[config.mk]
export PLATFORM = sky130hd
export DESIGN_NAME = streamer
export DESIGN_NICKNAME = d
export VERILOG_FILES = /design/src/streamer_pkg.sv /design/src/ldst_arbiter_fsm.sv /design/src/stream_addr_counter.sv /design/src/stream_fifo.sv /design/src/streamer.sv
export SDC_FILE = /design/constraint.sdc
export NUM_CORES = 1
export LEC_CHECK = 0
export ABC_AREA = 1
export BUFFER_PORTS_ARGS = -buffer_cell sky130_fd_sc_hd__buf_2
export CAP_MARGIN = 40
export CORE_MARGIN = 2
export CORE_UTILIZATION = 53
export CTS_CLUSTER_SIZE = 12
export DETAILED_ROUTE_END_ITERATION = 7
export GPL_TIMING_DRIVEN = 0
export PLACE_DENSITY = 0.76
export SYNTH_ARGS = -nofsm -noshare
export SYNTH_HDL_FRONTEND = slang
export SYNTH_SLANG_ARGS = --single-unit
[constraint.sdc]
create_clock -name clk_i -period 3.1 [get_ports clk_i]
set_input_delay 0.465 -clock clk_i [delete_from_list [all_inputs] [get_ports clk_i]]
set_output_delay 0.465 -clock clk_i [all_outputs]
set_load 0.1 [all_outputs]
[src/streamer_pkg.sv]
// Shared channel indices, depths and arbiter states, imported by every streamer RTL block
`default_nettype none

package streamer_pkg;

  // Three load channels and one store channel
  localparam int unsigned NUM_CHAN = 4;
  localparam int unsigned NUM_LOAD = 3;

  // Channel index, wide enough for all four channels
  typedef logic [1:0] chan_id_t;

  // Channel indices into counters and arbiter vectors
  localparam chan_id_t X_ID = 2'd0;
  localparam chan_id_t W_ID = 2'd1;
  localparam chan_id_t Y_ID = 2'd2;
  // Store channel sits above the load channels
  localparam chan_id_t Z_ID = 2'd3;

  // Byte distance between consecutive memory words
  localparam int unsigned WORD_BYTES = 4;

  // Default FIFO depths passed down by the top level
  localparam int unsigned LOAD_DEPTH  = 4;
  localparam int unsigned STORE_DEPTH = 2;

  // Arbiter FSM states
  typedef enum logic [1:0] {
    IDLE,
    RUN,
    DRAIN
  } state_t;

endpackage

`default_nettype wire

[src/ldst_arbiter_fsm.sv]
// Memory port arbiter FSM that grants one channel per request and routes read responses back
`timescale 1ns/1ps
`default_nettype none

module ldst_arbiter_fsm #(
  parameter int unsigned AW         = 16,
  parameter int unsigned DW         = 32,
  parameter int unsigned LOAD_DEPTH = streamer_pkg::LOAD_DEPTH
) (
  input  logic                                 clk_i,
  input  logic                                 rst_n_i,
  input  logic                                 clear_i,
  input  logic                                 start_i,
  input  logic [streamer_pkg::NUM_CHAN-1:0]    chan_done_i,
  input  logic [streamer_pkg::NUM_LOAD-1:0][$clog2(LOAD_DEPTH+1)-1:0] load_level_i,
  input  logic [AW-1:0]                        x_addr_i,
  input  logic [AW-1:0]                        w_addr_i,
  input  logic [AW-1:0]                        y_addr_i,
  input  logic [AW-1:0]                        z_addr_i,
  input  logic                                 store_valid_i,
  input  logic [DW-1:0]                        store_data_i,
  output logic [streamer_pkg::NUM_CHAN-1:0]    step_o,
  output logic                                 store_pop_o,
  output logic                                 mem_req_o,
  output logic                                 mem_we_o,
  output logic [AW-1:0]                        mem_add_o,
  output logic [DW-1:0]                        mem_wdata_o,
  input  logic                                 mem_gnt_i,
  input  logic                                 mem_rvalid_i,
  output logic [streamer_pkg::NUM_LOAD-1:0]    load_push_o,
  output logic                                 done_o
);
  import streamer_pkg::*;

  localparam int unsigned LVW = $clog2(LOAD_DEPTH + 1);

  state_t              state_q;
  state_t              state_d;
  logic                done_q;
  logic [NUM_CHAN-1:0] elig;
  logic                sel_found;
  chan_id_t            sel_id;
  // Last granted load channel
  chan_id_t            rr_q;
  // Request held while waiting for a grant
  logic                lock_q;
  chan_id_t            lock_id_q;
  // Read granted last cycle and its owner
  logic                rd_pend_q;
  chan_id_t            rd_chan_q;
  logic                gnt;
  logic                rd_gnt;

  // Load channel eligible while FIFO level plus in-flight read leaves room
  always_comb begin
    logic [LVW:0] used;
    used = '0;
    for (int c = 0; c < NUM_LOAD; c++) begin
      used    = (LVW+1)'(load_level_i[c]) +
                (LVW+1)'(rd_pend_q && (rd_chan_q == chan_id_t'(c)));
      elig[c] = !chan_done_i[c] && (used < (LVW+1)'(LOAD_DEPTH));
    end
    // Store needs a word waiting in its FIFO
    elig[Z_ID] = !chan_done_i[Z_ID] && store_valid_i;
  end

  // Channel select
  always_comb begin
    int unsigned cand;
    sel_found = 1'b0;
    sel_id    = Z_ID;
    cand      = 0;
    if (lock_q) begin
      // Keep the waiting request unchanged
      sel_found = 1'b1;
      sel_id    = lock_id_q;
    end else if (elig[Z_ID]) begin
      // Store drains first
      sel_found = 1'b1;
      sel_id    = Z_ID;
    end else begin
      // Round robin over loads, starting after the last winner
      for (int i = 1; i <= NUM_LOAD; i++) begin
        cand = rr_q + i;
        if (cand >= NUM_LOAD) begin
          cand = cand - NUM_LOAD;
        end
        if (!sel_found && elig[cand]) begin
          sel_found = 1'b1;
          sel_id    = chan_id_t'(cand);
        end
      end
    end
  end

  // Memory request fields
  assign mem_req_o   = (state_q == RUN) && sel_found;
  assign mem_we_o    = mem_req_o && (sel_id == Z_ID);
  assign mem_wdata_o = store_data_i;

  always_comb begin
    case (sel_id)
      X_ID:    mem_add_o = x_addr_i;
      W_ID:    mem_add_o = w_addr_i;
      Y_ID:    mem_add_o = y_addr_i;
      default: mem_add_o = z_addr_i;
    endcase
  end

  assign gnt    = mem_req_o && mem_gnt_i;
  assign rd_gnt = gnt && !mem_we_o;

  // Counter steps on grant, store word leaves its FIFO on the same edge
  always_comb begin
    step_o = '0;
    if (gnt) begin
      step_o[sel_id] = 1'b1;
    end
  end
  assign store_pop_o = step_o[Z_ID];

  // Response goes to the FIFO of the channel that issued the read
  always_comb begin
    for (int c = 0; c < NUM_LOAD; c++) begin
      load_push_o[c] = mem_rvalid_i && rd_pend_q && (rd_chan_q == chan_id_t'(c));
    end
  end

  // FSM next state
  always_comb begin
    state_d = state_q;
    case (state_q)
      RUN:     if (&chan_done_i) state_d = DRAIN;
      // Wait for the last read response
      DRAIN:   if (!rd_pend_q) state_d = IDLE;
      default: state_d = IDLE;
    endcase
    // New job restarts the FSM
    if (start_i) begin
      state_d = RUN;
    end
  end

  always_ff @(posedge clk_i) begin
    if (!rst_n_i || clear_i) begin
      state_q   <= IDLE;
      done_q    <= 1'b0;
      rr_q      <= Y_ID;
      lock_q    <= 1'b0;
      lock_id_q <= X_ID;
      rd_pend_q <= 1'b0;
      rd_chan_q <= X_ID;
    end else begin
      state_q <= state_d;
      if (start_i) begin
        done_q <= 1'b0;
      end else if (state_q == DRAIN && state_d == IDLE) begin
        done_q <= 1'b1;
      end
      if (start_i) begin
        // X gets the first load grant of a job
        lock_q <= 1'b0;
        rr_q   <= Y_ID;
      end else begin
        lock_q <= mem_req_o && !mem_gnt_i;
        if (mem_req_o) lock_id_q <= sel_id;
        if (rd_gnt) rr_q <= sel_id;
      end
      rd_pend_q <= rd_gnt;
      if (rd_gnt) begin
        rd_chan_q <= sel_id;
      end
    end
  end

  assign done_o = done_q;

endmodule

`default_nettype wire

[src/stream_addr_counter.sv]
// Per-channel word counter and byte-address generator, loaded by the start pulse of a job
`timescale 1ns/1ps
`default_nettype none

module stream_addr_counter #(
  parameter int unsigned AW = 16,
  parameter int unsigned LW = 8
) (
  input  logic          clk_i,
  input  logic          rst_n_i,
  input  logic          clear_i,
  input  logic          start_i,
  input  logic [AW-1:0] base_i,
  input  logic [LW-1:0] len_i,
  input  logic          step_i,
  output logic [AW-1:0] addr_o,
  output logic          done_o
);
  import streamer_pkg::*;

  // Current word address
  logic [AW-1:0] addr_q;
  // Words requested by this job
  logic [LW-1:0] len_q;
  // Words issued so far
  logic [LW-1:0] cnt_q;

  always_ff @(posedge clk_i) begin
    if (!rst_n_i) begin
      addr_q <= '0;
      len_q  <= '0;
      cnt_q  <= '0;
    end else if (clear_i) begin
      addr_q <= '0;
      len_q  <= '0;
      cnt_q  <= '0;
    end else if (start_i) begin
      // New job, restart from the base
      addr_q <= base_i;
      len_q  <= len_i;
      cnt_q  <= '0;
    end else if (step_i && !done_o) begin
      // One word granted, move to the next one
      addr_q <= addr_q + AW'(WORD_BYTES);
      cnt_q  <= cnt_q + LW'(1);
    end
  end

  assign addr_o = addr_q;

  // Count equals length
  // Also true after reset, both being zero
  assign done_o = (cnt_q == len_q);

endmodule

`default_nettype wire

[src/stream_fifo.sv]
// Registered valid/ready FIFO, used as the load stream buffers and the store stream buffer
`timescale 1ns/1ps
`default_nettype none

module stream_fifo #(
  parameter int unsigned DW    = 32,
  parameter int unsigned DEPTH = 4
) (
  input  logic                       clk_i,
  input  logic                       rst_n_i,
  input  logic                       clear_i,
  input  logic                       push_valid_i,
  input  logic [DW-1:0]              push_data_i,
  output logic                       push_ready_o,
  output logic                       pop_valid_o,
  output logic [DW-1:0]              pop_data_o,
  input  logic                       pop_ready_i,
  output logic [$clog2(DEPTH+1)-1:0] level_o
);

  // Pointer width, at least one bit
  localparam int unsigned PW  = (DEPTH > 1) ? $clog2(DEPTH) : 1;
  localparam int unsigned LVW = $clog2(DEPTH + 1);

  // Storage array
  logic [DW-1:0] mem_q [DEPTH];

  logic [PW-1:0]  wr_ptr_q;
  logic [PW-1:0]  rd_ptr_q;
  logic [LVW-1:0] count_q;
  logic [LVW-1:0] count_d;
  logic           full_q;
  logic           empty_q;
  logic           push;
  logic           pop;

  // Handshakes on both sides
  assign push = push_valid_i && !full_q;
  assign pop  = pop_ready_i && !empty_q;

  // Next occupancy
  always_comb begin
    count_d = count_q;
    case ({push, pop})
      2'b10:   count_d = count_q + LVW'(1);
      2'b01:   count_d = count_q - LVW'(1);
      default: count_d = count_q;
    endcase
  end

  // Pointers, occupancy and registered flags
  always_ff @(posedge clk_i) begin
    if (!rst_n_i || clear_i) begin
      wr_ptr_q <= '0;
      rd_ptr_q <= '0;
      count_q  <= '0;
      full_q   <= 1'b0;
      empty_q  <= 1'b1;
    end else begin
      if (push) begin
        // Wrap at the last slot
        wr_ptr_q <= (wr_ptr_q == PW'(DEPTH - 1)) ? '0 : wr_ptr_q + PW'(1);
      end
      if (pop) begin
        rd_ptr_q <= (rd_ptr_q == PW'(DEPTH - 1)) ? '0 : rd_ptr_q + PW'(1);
      end
      count_q <= count_d;
      full_q  <= (count_d == LVW'(DEPTH));
      empty_q <= (count_d == '0);
    end
  end

  // Write port
  always_ff @(posedge clk_i) begin
    if (push) begin
      mem_q[wr_ptr_q] <= push_data_i;
    end
  end

  assign push_ready_o = !full_q;
  assign pop_valid_o  = !empty_q;
  // Head of the queue
  assign pop_data_o   = mem_q[rd_ptr_q];
  assign level_o      = count_q;

endmodule

`default_nettype wire

[src/streamer.sv]
// Memory streamer top level connecting address counters, stream FIFOs and the arbiter
`timescale 1ns/1ps
`default_nettype none

module streamer #(
  parameter int unsigned DW = 32,
  parameter int unsigned AW = 16,
  parameter int unsigned LW = 8
) (
  input  logic          clk_i,
  input  logic          rst_n_i,
  input  logic          clear_i,
  // Job control
  input  logic          start_i,
  input  logic [AW-1:0] x_base_i,
  input  logic [AW-1:0] w_base_i,
  input  logic [AW-1:0] y_base_i,
  input  logic [AW-1:0] z_base_i,
  input  logic [LW-1:0] len_i,
  output logic          done_o,
  // X load stream
  output logic          x_valid_o,
  output logic [DW-1:0] x_data_o,
  input  logic          x_ready_i,
  // W load stream
  output logic          w_valid_o,
  output logic [DW-1:0] w_data_o,
  input  logic          w_ready_i,
  // Y load stream
  output logic          y_valid_o,
  output logic [DW-1:0] y_data_o,
  input  logic          y_ready_i,
  // Z store stream
  input  logic          z_valid_i,
  input  logic [DW-1:0] z_data_i,
  output logic          z_ready_o,
  // Memory port
  output logic          mem_req_o,
  output logic          mem_we_o,
  output logic [AW-1:0] mem_add_o,
  output logic [DW-1:0] mem_wdata_o,
  input  logic          mem_gnt_i,
  input  logic [DW-1:0] mem_rdata_i,
  input  logic          mem_rvalid_i
);
  import streamer_pkg::*;

  localparam int unsigned LVW = $clog2(LOAD_DEPTH + 1);

  // Counter side, indexed by channel id
  logic [NUM_CHAN-1:0][AW-1:0]  base;
  logic [NUM_CHAN-1:0][AW-1:0]  addr;
  logic [NUM_CHAN-1:0]          step;
  logic [NUM_CHAN-1:0]          chan_done;
  // Load FIFO side
  logic [NUM_LOAD-1:0]          load_push;
  logic [NUM_LOAD-1:0][LVW-1:0] load_level;
  logic [NUM_LOAD-1:0]          load_valid;
  logic [NUM_LOAD-1:0][DW-1:0]  load_data;
  logic [NUM_LOAD-1:0]          load_ready;
  // Store FIFO head
  logic                         store_valid;
  logic [DW-1:0]                store_data;
  logic                         store_pop;

  // Base addresses by channel
  assign base[X_ID] = x_base_i;
  assign base[W_ID] = w_base_i;
  assign base[Y_ID] = y_base_i;
  assign base[Z_ID] = z_base_i;

  // Load streams out
  assign x_valid_o        = load_valid[X_ID];
  assign x_data_o         = load_data[X_ID];
  assign load_ready[X_ID] = x_ready_i;
  assign w_valid_o        = load_valid[W_ID];
  assign w_data_o         = load_data[W_ID];
  assign load_ready[W_ID] = w_ready_i;
  assign y_valid_o        = load_valid[Y_ID];
  assign y_data_o         = load_data[Y_ID];
  assign load_ready[Y_ID] = y_ready_i;

  // One address counter per channel
  for (genvar c = 0; c < NUM_CHAN; c++) begin : gen_counter
    stream_addr_counter #(
      .AW ( AW ),
      .LW ( LW )
    ) i_counter (
      .clk_i   ( clk_i        ),
      .rst_n_i ( rst_n_i      ),
      .clear_i ( clear_i      ),
      .start_i ( start_i      ),
      .base_i  ( base[c]      ),
      .len_i   ( len_i        ),
      .step_i  ( step[c]      ),
      .addr_o  ( addr[c]      ),
      .done_o  ( chan_done[c] )
    );
  end

  // Load buffers share the read data bus
  // Room is guaranteed by the arbiter credit, so push ready stays open
  for (genvar c = 0; c < NUM_LOAD; c++) begin : gen_load_fifo
    stream_fifo #(
      .DW    ( DW         ),
      .DEPTH ( LOAD_DEPTH )
    ) i_load_fifo (
      .clk_i        ( clk_i         ),
      .rst_n_i      ( rst_n_i       ),
      .clear_i      ( clear_i       ),
      .push_valid_i ( load_push[c]  ),
      .push_data_i  ( mem_rdata_i   ),
      .push_ready_o (               ),
      .pop_valid_o  ( load_valid[c] ),
      .pop_data_o   ( load_data[c]  ),
      .pop_ready_i  ( load_ready[c] ),
      .level_o      ( load_level[c] )
    );
  end

  // Store buffer between Z stream and memory writes
  stream_fifo #(
    .DW    ( DW          ),
    .DEPTH ( STORE_DEPTH )
  ) i_store_fifo (
    .clk_i        ( clk_i       ),
    .rst_n_i      ( rst_n_i     ),
    .clear_i      ( clear_i     ),
    .push_valid_i ( z_valid_i   ),
    .push_data_i  ( z_data_i    ),
    .push_ready_o ( z_ready_o   ),
    .pop_valid_o  ( store_valid ),
    .pop_data_o   ( store_data  ),
    .pop_ready_i  ( store_pop   ),
    .level_o      (             )
  );

  // Memory port arbiter
  ldst_arbiter_fsm #(
    .AW         ( AW         ),
    .DW         ( DW         ),
    .LOAD_DEPTH ( LOAD_DEPTH )
  ) i_arbiter (
    .clk_i         ( clk_i        ),
    .rst_n_i       ( rst_n_i      ),
    .clear_i       ( clear_i      ),
    .start_i       ( start_i      ),
    .chan_done_i   ( chan_done    ),
    .load_level_i  ( load_level   ),
    .x_addr_i      ( addr[X_ID]   ),
    .w_addr_i      ( addr[W_ID]   ),
    .y_addr_i      ( addr[Y_ID]   ),
    .z_addr_i      ( addr[Z_ID]   ),
    .store_valid_i ( store_valid  ),
    .store_data_i  ( store_data   ),
    .step_o        ( step         ),
    .store_pop_o   ( store_pop    ),
    .mem_req_o     ( mem_req_o    ),
    .mem_we_o      ( mem_we_o     ),
    .mem_add_o     ( mem_add_o    ),
    .mem_wdata_o   ( mem_wdata_o  ),
    .mem_gnt_i     ( mem_gnt_i    ),
    .mem_rvalid_i  ( mem_rvalid_i ),
    .load_push_o   ( load_push    ),
    .done_o        ( done_o       )
  );

endmodule

`default_nettype wire

==> impl_metrics.py, run 1 <==
metrics = {
    "placed_design": {
        "gp_congestion": 0.973,
        "port_buffers": 295,
        "placement.cell_area_sq_um": 28900,
        "pre_cts_ws_ns": -0.559,
        "placed_cells": 3370,
        "dpl.hpwl_um": 51500,
    },
    "final_layout": {
        "nets": 3039,
        "fin_util_pct": 66.8,
        "layout_commonest_cell": "edfxtp_1",
        "fin_area_sq_um": 32100,
        "fin_cells": 3513,
        "layout-drive-gt1-share_pct": 24.3,
        "syn2layout_area_growth_pct": 23.8,
        "final_cell_mix": "edfxtp_1, nand2_1, nor2_1",
    },
    "synthesis": {
        "netlist_top_cells_area": "edfxtp_1, dfxtp_1, nand2_1",
        "synthArstFlopShare_pct": 0,
        "synth_warnings": 0,
        "synthCells": 2445,
        "netlist_area_sq_um": 25900,
        "synth_edf_count": 448,
        "yosysUniqueCellTypes": 48,
        "synth_seq_area_share_pct": 64.0,
        "netlist.area_leader.share_pct": 52.0,
        "synth_flop_cell": "edfxtp_1",
        "syn_avg_cell_area_sq_um": 10.6,
        "ys_seq_elements": 603,
        "synth_top_area_cell": "edfxtp_1",
        "synth_nets": 2626,
    },
    "grt": {
        "grt_usage_pct": 28.5,
        "grt_max_degree": 25,
        "grt.busiest_layer": "met2",
        "grt_use_met3_pct": 5.40,
        "use_met2_pct": 48.3,
        "grt.overflow.total": 0,
        "grt_pass1_vias": 19739,
        "antenna_found_initial": 1,
        "grt_util_met1_pct": 36.1,
        "grt_pass1_wl_um": 110000,
    },
    "run_status": {
        "violations": "setup timing",
        "status": "finished with violations",
    },
    "worst_setup_path": {
        "max_stage_delay_ns": 0.44,
        "crit_slowest_cell": "dfxtp_4",
        "crit_top_cell": "nand2_1",
        "crit_fanout": 5,
        "critPathArrivalTime_ns": 3.33,
        "worst_setup_path_end_kind": "output pin",
        "start_kind": "flop",
        "crit_type": "flop to output pin",
        "path_cells": "xnor2_2 > nand2_1 > nor2_2 > nand2_1 > nand3_1 > nand2_1 > nand2_1 > nand2_4 > nor2_8 > nand3_2 > nand3_2 > nand2_4 > buf_12 > nor2_4 > buf_6 > nand2_4 > o2111ai_4 > buf_12",
        "crit_required_ns": 2.63,
    },
    "worst_hold_path": {
        "hold_class": "input pin to flop",
    },
    "clocking": {
        "cts_buffers": 61,
        "clk_latency_ns": 0.65,
        "cts-root-buf": "clkbuf_16",
        "cts_buffer_depth": 3,
        "cts_tree": "done",
        "clk_pin_slew_worst_paths_ns": 0.06,
        "clock-sinks": 603,
        "htree_levels": 2,
    },
    "power_and_ir_drop": {
        "max-vdd-ir-drop_uv": 500,
        "p_leak_nw": 11.9,
        "p_per_area_nw_per_um2": 545,
    },
    "flow_run": {
        "drv_cap": 0,
    },
    "sta": {
        "hold_violations": 0,
        "setup_violations": 20,
        "setup_slack_ns": -0.696,
        "maxSlewHeadroom_pct": 46.2,
        "rsz0062_at_grt": "yes",
        "period_share_pct": 122,
        "period_needed_ns": 3.80,
        "slew_viol_final": 0,
        "fmax_mhz": 263,
        "tightest_slew_ns": 0.807,
        "finalClockSkew_ns": 0.0366,
    },
    "floorplanning": {
        "ios": 297,
        "start_util_pct": 54.0,
        "coreArea_sq_um": 47900,
        "die_x_um": 225,
        "rows": 80,
        "die_h_um": 225,
        "die_area_sq_um": 50600,
    },
    "drt": {
        "via_per_inst": 5.84,
        "drt-pass1-iter-count": 6,
        "drt_iter0_markers": 1940,
        "drc_errors": 0,
        "postRouteAntennaNets": 0,
        "num_vias": 20515,
        "wl_per_cell_um": 21.2,
        "drt_wl_total_um": 74300,
    },
}
[flip-flops by register name (all words and copies together), names as in the netlist, 3 cells and up, named ones only]
signal                              flops
gen_load_fifo.i_load_fifo.rd_ptr_q      6
gen_load_fifo.i_load_fifo.level_o       9
gen_counter.i_counter.addr_o           64
gen_counter.i_counter.cnt_q            32
gen_load_fifo.i_load_fifo.mem_q       384
gen_load_fifo.i_load_fifo.empty_q       3
i_store_fifo.mem_q                     64
gen_counter.i_counter.len_q             8
gen_load_fifo.i_load_fifo.wr_ptr_q      6
gen_load_fifo.i_load_fifo.full_q        3
[path summary, 6_finish.rpt]
| kind | start | to | slack (ns) | cells past startpoint |
|---|---|---|---|---|
| hold reg to reg | i_arbiter.done_o | i_arbiter.done_o | 0.46 | 2 |
| hold / removal | z_data_i[21] | i_store_fifo.mem_q[0][21] | 0.02 | 1 |
| setup / recovery | gen_counter[3].i_counter.len_q[7] | mem_add_o[15] | -0.70 | 18 |
| setup reg to reg | gen_counter[3].i_counter.len_q[7] | i_store_fifo.empty_q | -0.20 | 27 |
[metrics by stage]
stage                     setup TNS (ns)  hold slack [ns]  power [mW]
after floorplan                   -0.415            0.440        9.85
after global placement           -371.98            0.451        10.3
after detailed placement           -8.53            0.452        10.3
after CTS                         -10.81         0.000398        17.4
after global routing              -14.76          0.00527        17.9
final                             -11.56           0.0246        17.5
[timing repair]
action,CTS,global route
endpoints found under the setup margin,118,92
resized for setup,207,89
buffers inserted,18,9
endpoints found under the hold margin,20,0
cloned,2,1
hold buffers,11,0
pin swaps,31,29
[report_power, final]
part           internal [mW]  total, mW  switching (mW)
clock network           3.88       6.95            3.07
logic                  0.595       1.76            1.16
registers               8.73       8.77          0.0472
total                   13.2       17.5            4.28
[Yosys cell counts, drive strengths merged, types with 3 or more instances]
library cell	n
o31ai	16
xor2	26
clkinv	7
inv	158
o21ai	234
mux2	32
and3	3
nor2	325
nand2	411
xnor2	33
edfxtp	448
o211a	3
o2111ai	13
nand4	33
a21oi	130
a211oi	3
clkbuf	76
o22ai	96
nand3	121
or2	10
ha	32
nor3	18
nor4	3
fa	3
dfxtp	155
buf	50
[routing by layer]
| layer | part of all wire (%) | up-vias |
|---|---|---|
| li1 | - | 9352 |
| met3 | 9.1 | 210 |
| met4 | 4.2 | 0 |
| met1 | 37 | 9898 |
| met5 | 0 | - |
| met2 | 49 | 1055 |
[final cells by class]
class	instances	area, sq um
Clock inverter	19	209
Sequential cell	603	16600
Inverter	165	637
Fill cell	3510	15900
Antenna cell	2	5.00
Clock buffer	82	1650
Tap cell	615	769
Timing Repair Buffer	351	2650
Buffer	125	684
Multi-Input combinational cell	1551	8860
[cells by family after synthesis]
group                    count (synthesis)  synth area share [%]
AND/OR/NAND/NOR                        927                  15.6
flip-flops                             603                  64.0
AO/OA/AOI/OAI                          498                  10.7
buffers and inverters                  291                  4.54
XOR/XNOR                                59                  2.00
adder cells (fa/ha/maj)                 35                  1.78
multiplexers                            32                  1.39
[worst max-delay path: cells and delay by family, from the launching register on]
family | cells | cell delay, ns
compound gates | 1 | 0.12
xor+xnor | 1 | 0.13
buf+inv | 3 | 0.55
flops | 1 | 0.44
simple gates | 13 | 1.41
Power figures use the tool's default switching activity.
==> run 2, diff against run 1 <==
- CORE_ASPECT_RATIO: not set -> 2
==> run 2 against run 1 <==
The run still ends with setup timing left. Clock skew down 0.0019 ns. Worst setup slack better by 0.071 ns. Fmax up 1.9%. Sequential share of layout area up 0.70 points. Combinational power down 6%. Critical path depth down 1. Routed wire length up 9.3%. Clock power down 7.2%. First-iteration DRC count down 9.1%. Global-route usage up 2.5 points. Final cell count about the same. Largest cell class unchanged. Largest power group unchanged.
==> impl_metrics.py, run 2 (same netlist as run 1, synthesis figures left out) <==
metrics = {
    "worst_hold_path": {
        "min-delay-start": "z_data_i[5]",
        "hold_class": "input pin to flop",
    },
    "floorplanning": {
        "ios": 297,
        "die_area_sq_um": 50700,
        "die_x_um": 160,
        "die_h_um": 317,
        "coreArea_sq_um": 48400,
        "start_util_pct": 53.5,
        "rows": 114,
    },
    "drt": {
        "drt_iter0_markers": 1763,
        "drt_wl_total_um": 81200,
        "drt-pass1-iter-count": 7,
        "num_vias": 20489,
        "via_per_inst": 5.83,
        "postRouteAntennaNets": 0,
        "wl_per_cell_um": 23.1,
        "drc_errors": 0,
    },
    "grt": {
        "grt_usage_pct": 31.0,
        "grt_use_met3_pct": 4.87,
        "grt_max_degree": 32,
        "grt_util_met1_pct": 28.3,
        "grt.busiest_layer": "met2",
        "grt.overflow.total": 0,
        "grt_pass1_vias": 21113,
        "use_met2_pct": 60.3,
        "antenna_found_initial": 2,
        "grt_pass1_wl_um": 118000,
    },
    "sta": {
        "hold_violations": 0,
        "setup_violations": 20,
        "period_share_pct": 120,
        "tightest_slew_ns": 0.903,
        "holdWs_ns": 0.0321,
        "fmax_mhz": 268,
        "period_needed_ns": 3.73,
        "rsz0062_at_grt": "yes",
        "finalClockSkew_ns": 0.0347,
        "setup_slack_ns": -0.625,
        "maxSlewHeadroom_pct": 39.8,
        "slew_viol_final": 0,
    },
    "clocking": {
        "clk_latency_ns": 0.62,
        "clock-sinks": 603,
        "cts_buffer_depth": 3,
        "htree_levels": 2,
        "cts_buffers": 57,
        "cts-root-buf": "clkbuf_16",
        "cts_hold_buf": 0,
        "cts_tree": "done",
        "clk_pin_slew_worst_paths_ns": 0.06,
    },
    "final_layout": {
        "fin_area_sq_um": 31600,
        "nets": 3024,
        "layout_commonest_cell": "edfxtp_1",
        "fin_util_pct": 65.4,
        "fin_cells": 3514,
        "largest_reg_flops": 384,
        "largest-register": "gen_load_fifo.i_load_fifo.mem_q",
        "syn2layout_area_growth_pct": 22.2,
        "fill_cells": 3614,
        "layout-drive-gt1-share_pct": 23.9,
        "final_cell_mix": "edfxtp_1, nand2_1, nor2_1",
    },
    "worst_setup_path": {
        "timing.rr.start": "gen_counter[3].i_counter.len_q[7]",
        "crit_type": "flop to output pin",
        "start_kind": "flop",
        "crit_fanout": 7,
        "worst_setup_path_end_kind": "output pin",
        "crit_start": "gen_counter[3].i_counter.len_q[7]",
        "critPathArrivalTime_ns": 3.26,
        "crit_required_ns": 2.63,
    },
    "placed_design": {
        "dpl.hpwl_um": 58700,
        "port_buffers": 295,
        "placed_cells": 3393,
        "placement.cell_area_sq_um": 29000,
        "gp_congestion": 0.957,
    },
    "power_and_ir_drop": {
        "p_leak_nw": 11.7,
        "combPwrFrac_pct": 9.8,
        "p_int_mw": 12.7,
        "p_per_area_nw_per_um2": 534,
        "clockPowerShare_pct": 38.2,
        "pwr-share-seq_pct": 52.0,
        "max-vdd-ir-drop_uv": 540,
        "finalPower_mw": 16.9,
        "swShare_pct": 24.6,
        "switching_power_mw": 4.15,
    },
    "flow_run": {
        "drv_cap": 0,
    },
    "run_status": {
        "status": "finished with violations",
        "violations": "setup timing",
    },
}
==> run 2: cell count changes in the layout (fill, tap and decap cells not counted), moves of 8 or more <==
cell	change
nand2_2	+10
buf_4	-24
buf_2	+21
nand2_1	-8
dlygate4sd3_1	-11
clkbuf_1	+12
==> run 2: per-layer routing <==
metal	part of all wire [%]	vias to the layer above
met4	8.6	2
met3	6.7	317
met5	0.012	-
met2	54	1067
met1	30	9815
li1	-	9288
==> run 2: critical path, stage by stage, from the launching register on <==
cell and delay [ns]:
dfxtp_4 0.46, xnor2_2 0.13, nand2_1 0.08, nor2_2 0.13, nand2_2 0.15, nand3_1 0.11, nand2_1 0.06, nand2_2 0.07
nand2_4 0.08, nor2_8 0.15, nand3_2 0.10, nand3_4 0.12, nand2_8 0.11, nor2_4 0.27, buf_8 0.18, nand2_1 0.13
o2111ai_4 0.11, buf_12 0.20
==> run 2: metrics by stage <==
stage / setup WS, ns / TNS, ns
final: -0.625 / -10.12
after global routing: -0.745 / -13.07
after CTS: -0.675 / -11.05
after detailed placement: -0.733 / -11.84
after global placement: -1.27 / -432.66
after floorplan: -0.139 / -0.415
==> run 2: worst paths after layout <==
| kind | depth (start not counted) | slack (ns) | end |
|---|---|---|---|
| worst max-delay path | 17 | -0.63 | mem_add_o[8] |
| worst min-delay path | 1 | 0.03 | i_store_fifo.mem_q[1][5] |
| worst max register to register | 28 | -0.10 | i_store_fifo.empty_q |
| worst min register to register | 2 | 0.45 | i_arbiter.done_o |
==> run 2: area by class of cell <==
type / instances / area, sq um / area share, %
Antenna cell: 3 / 7.51 / 0.0237
Buffer: 124 / 648 / 2.05
Clock buffer: 84 / 1580 / 4.99
Clock inverter: 5 / 78.8 / 0.249
Inverter: 165 / 643 / 2.03
Multi-Input combinational cell: 1551 / 8810 / 27.9
Sequential cell: 603 / 16600 / 52.5
Tap cell: 638 / 798 / 2.52
Timing Repair Buffer: 341 / 2460 / 7.79
==> run 2: power by group through the flow <==
stage | Clock, mW | Combinational [mW] | Sequential, mW
finish | 6.45 | 1.66 | 8.78
global route | 6.79 | 1.73 | 8.78
CTS | 6.51 | 1.60 | 8.78
detailed placement | 0 | 1.37 | 8.95
global placement | 0 | 1.34 | 8.95
floorplan | 0 | 0.915 | 8.93
==> run 2: timing repair <==
item,CTS,global route
endpoints found under the setup margin,119,92
cloned,2,0
hold endpoints to repair,0,0
pin swaps,26,28
resized for setup,179,95
buffers inserted,21,8
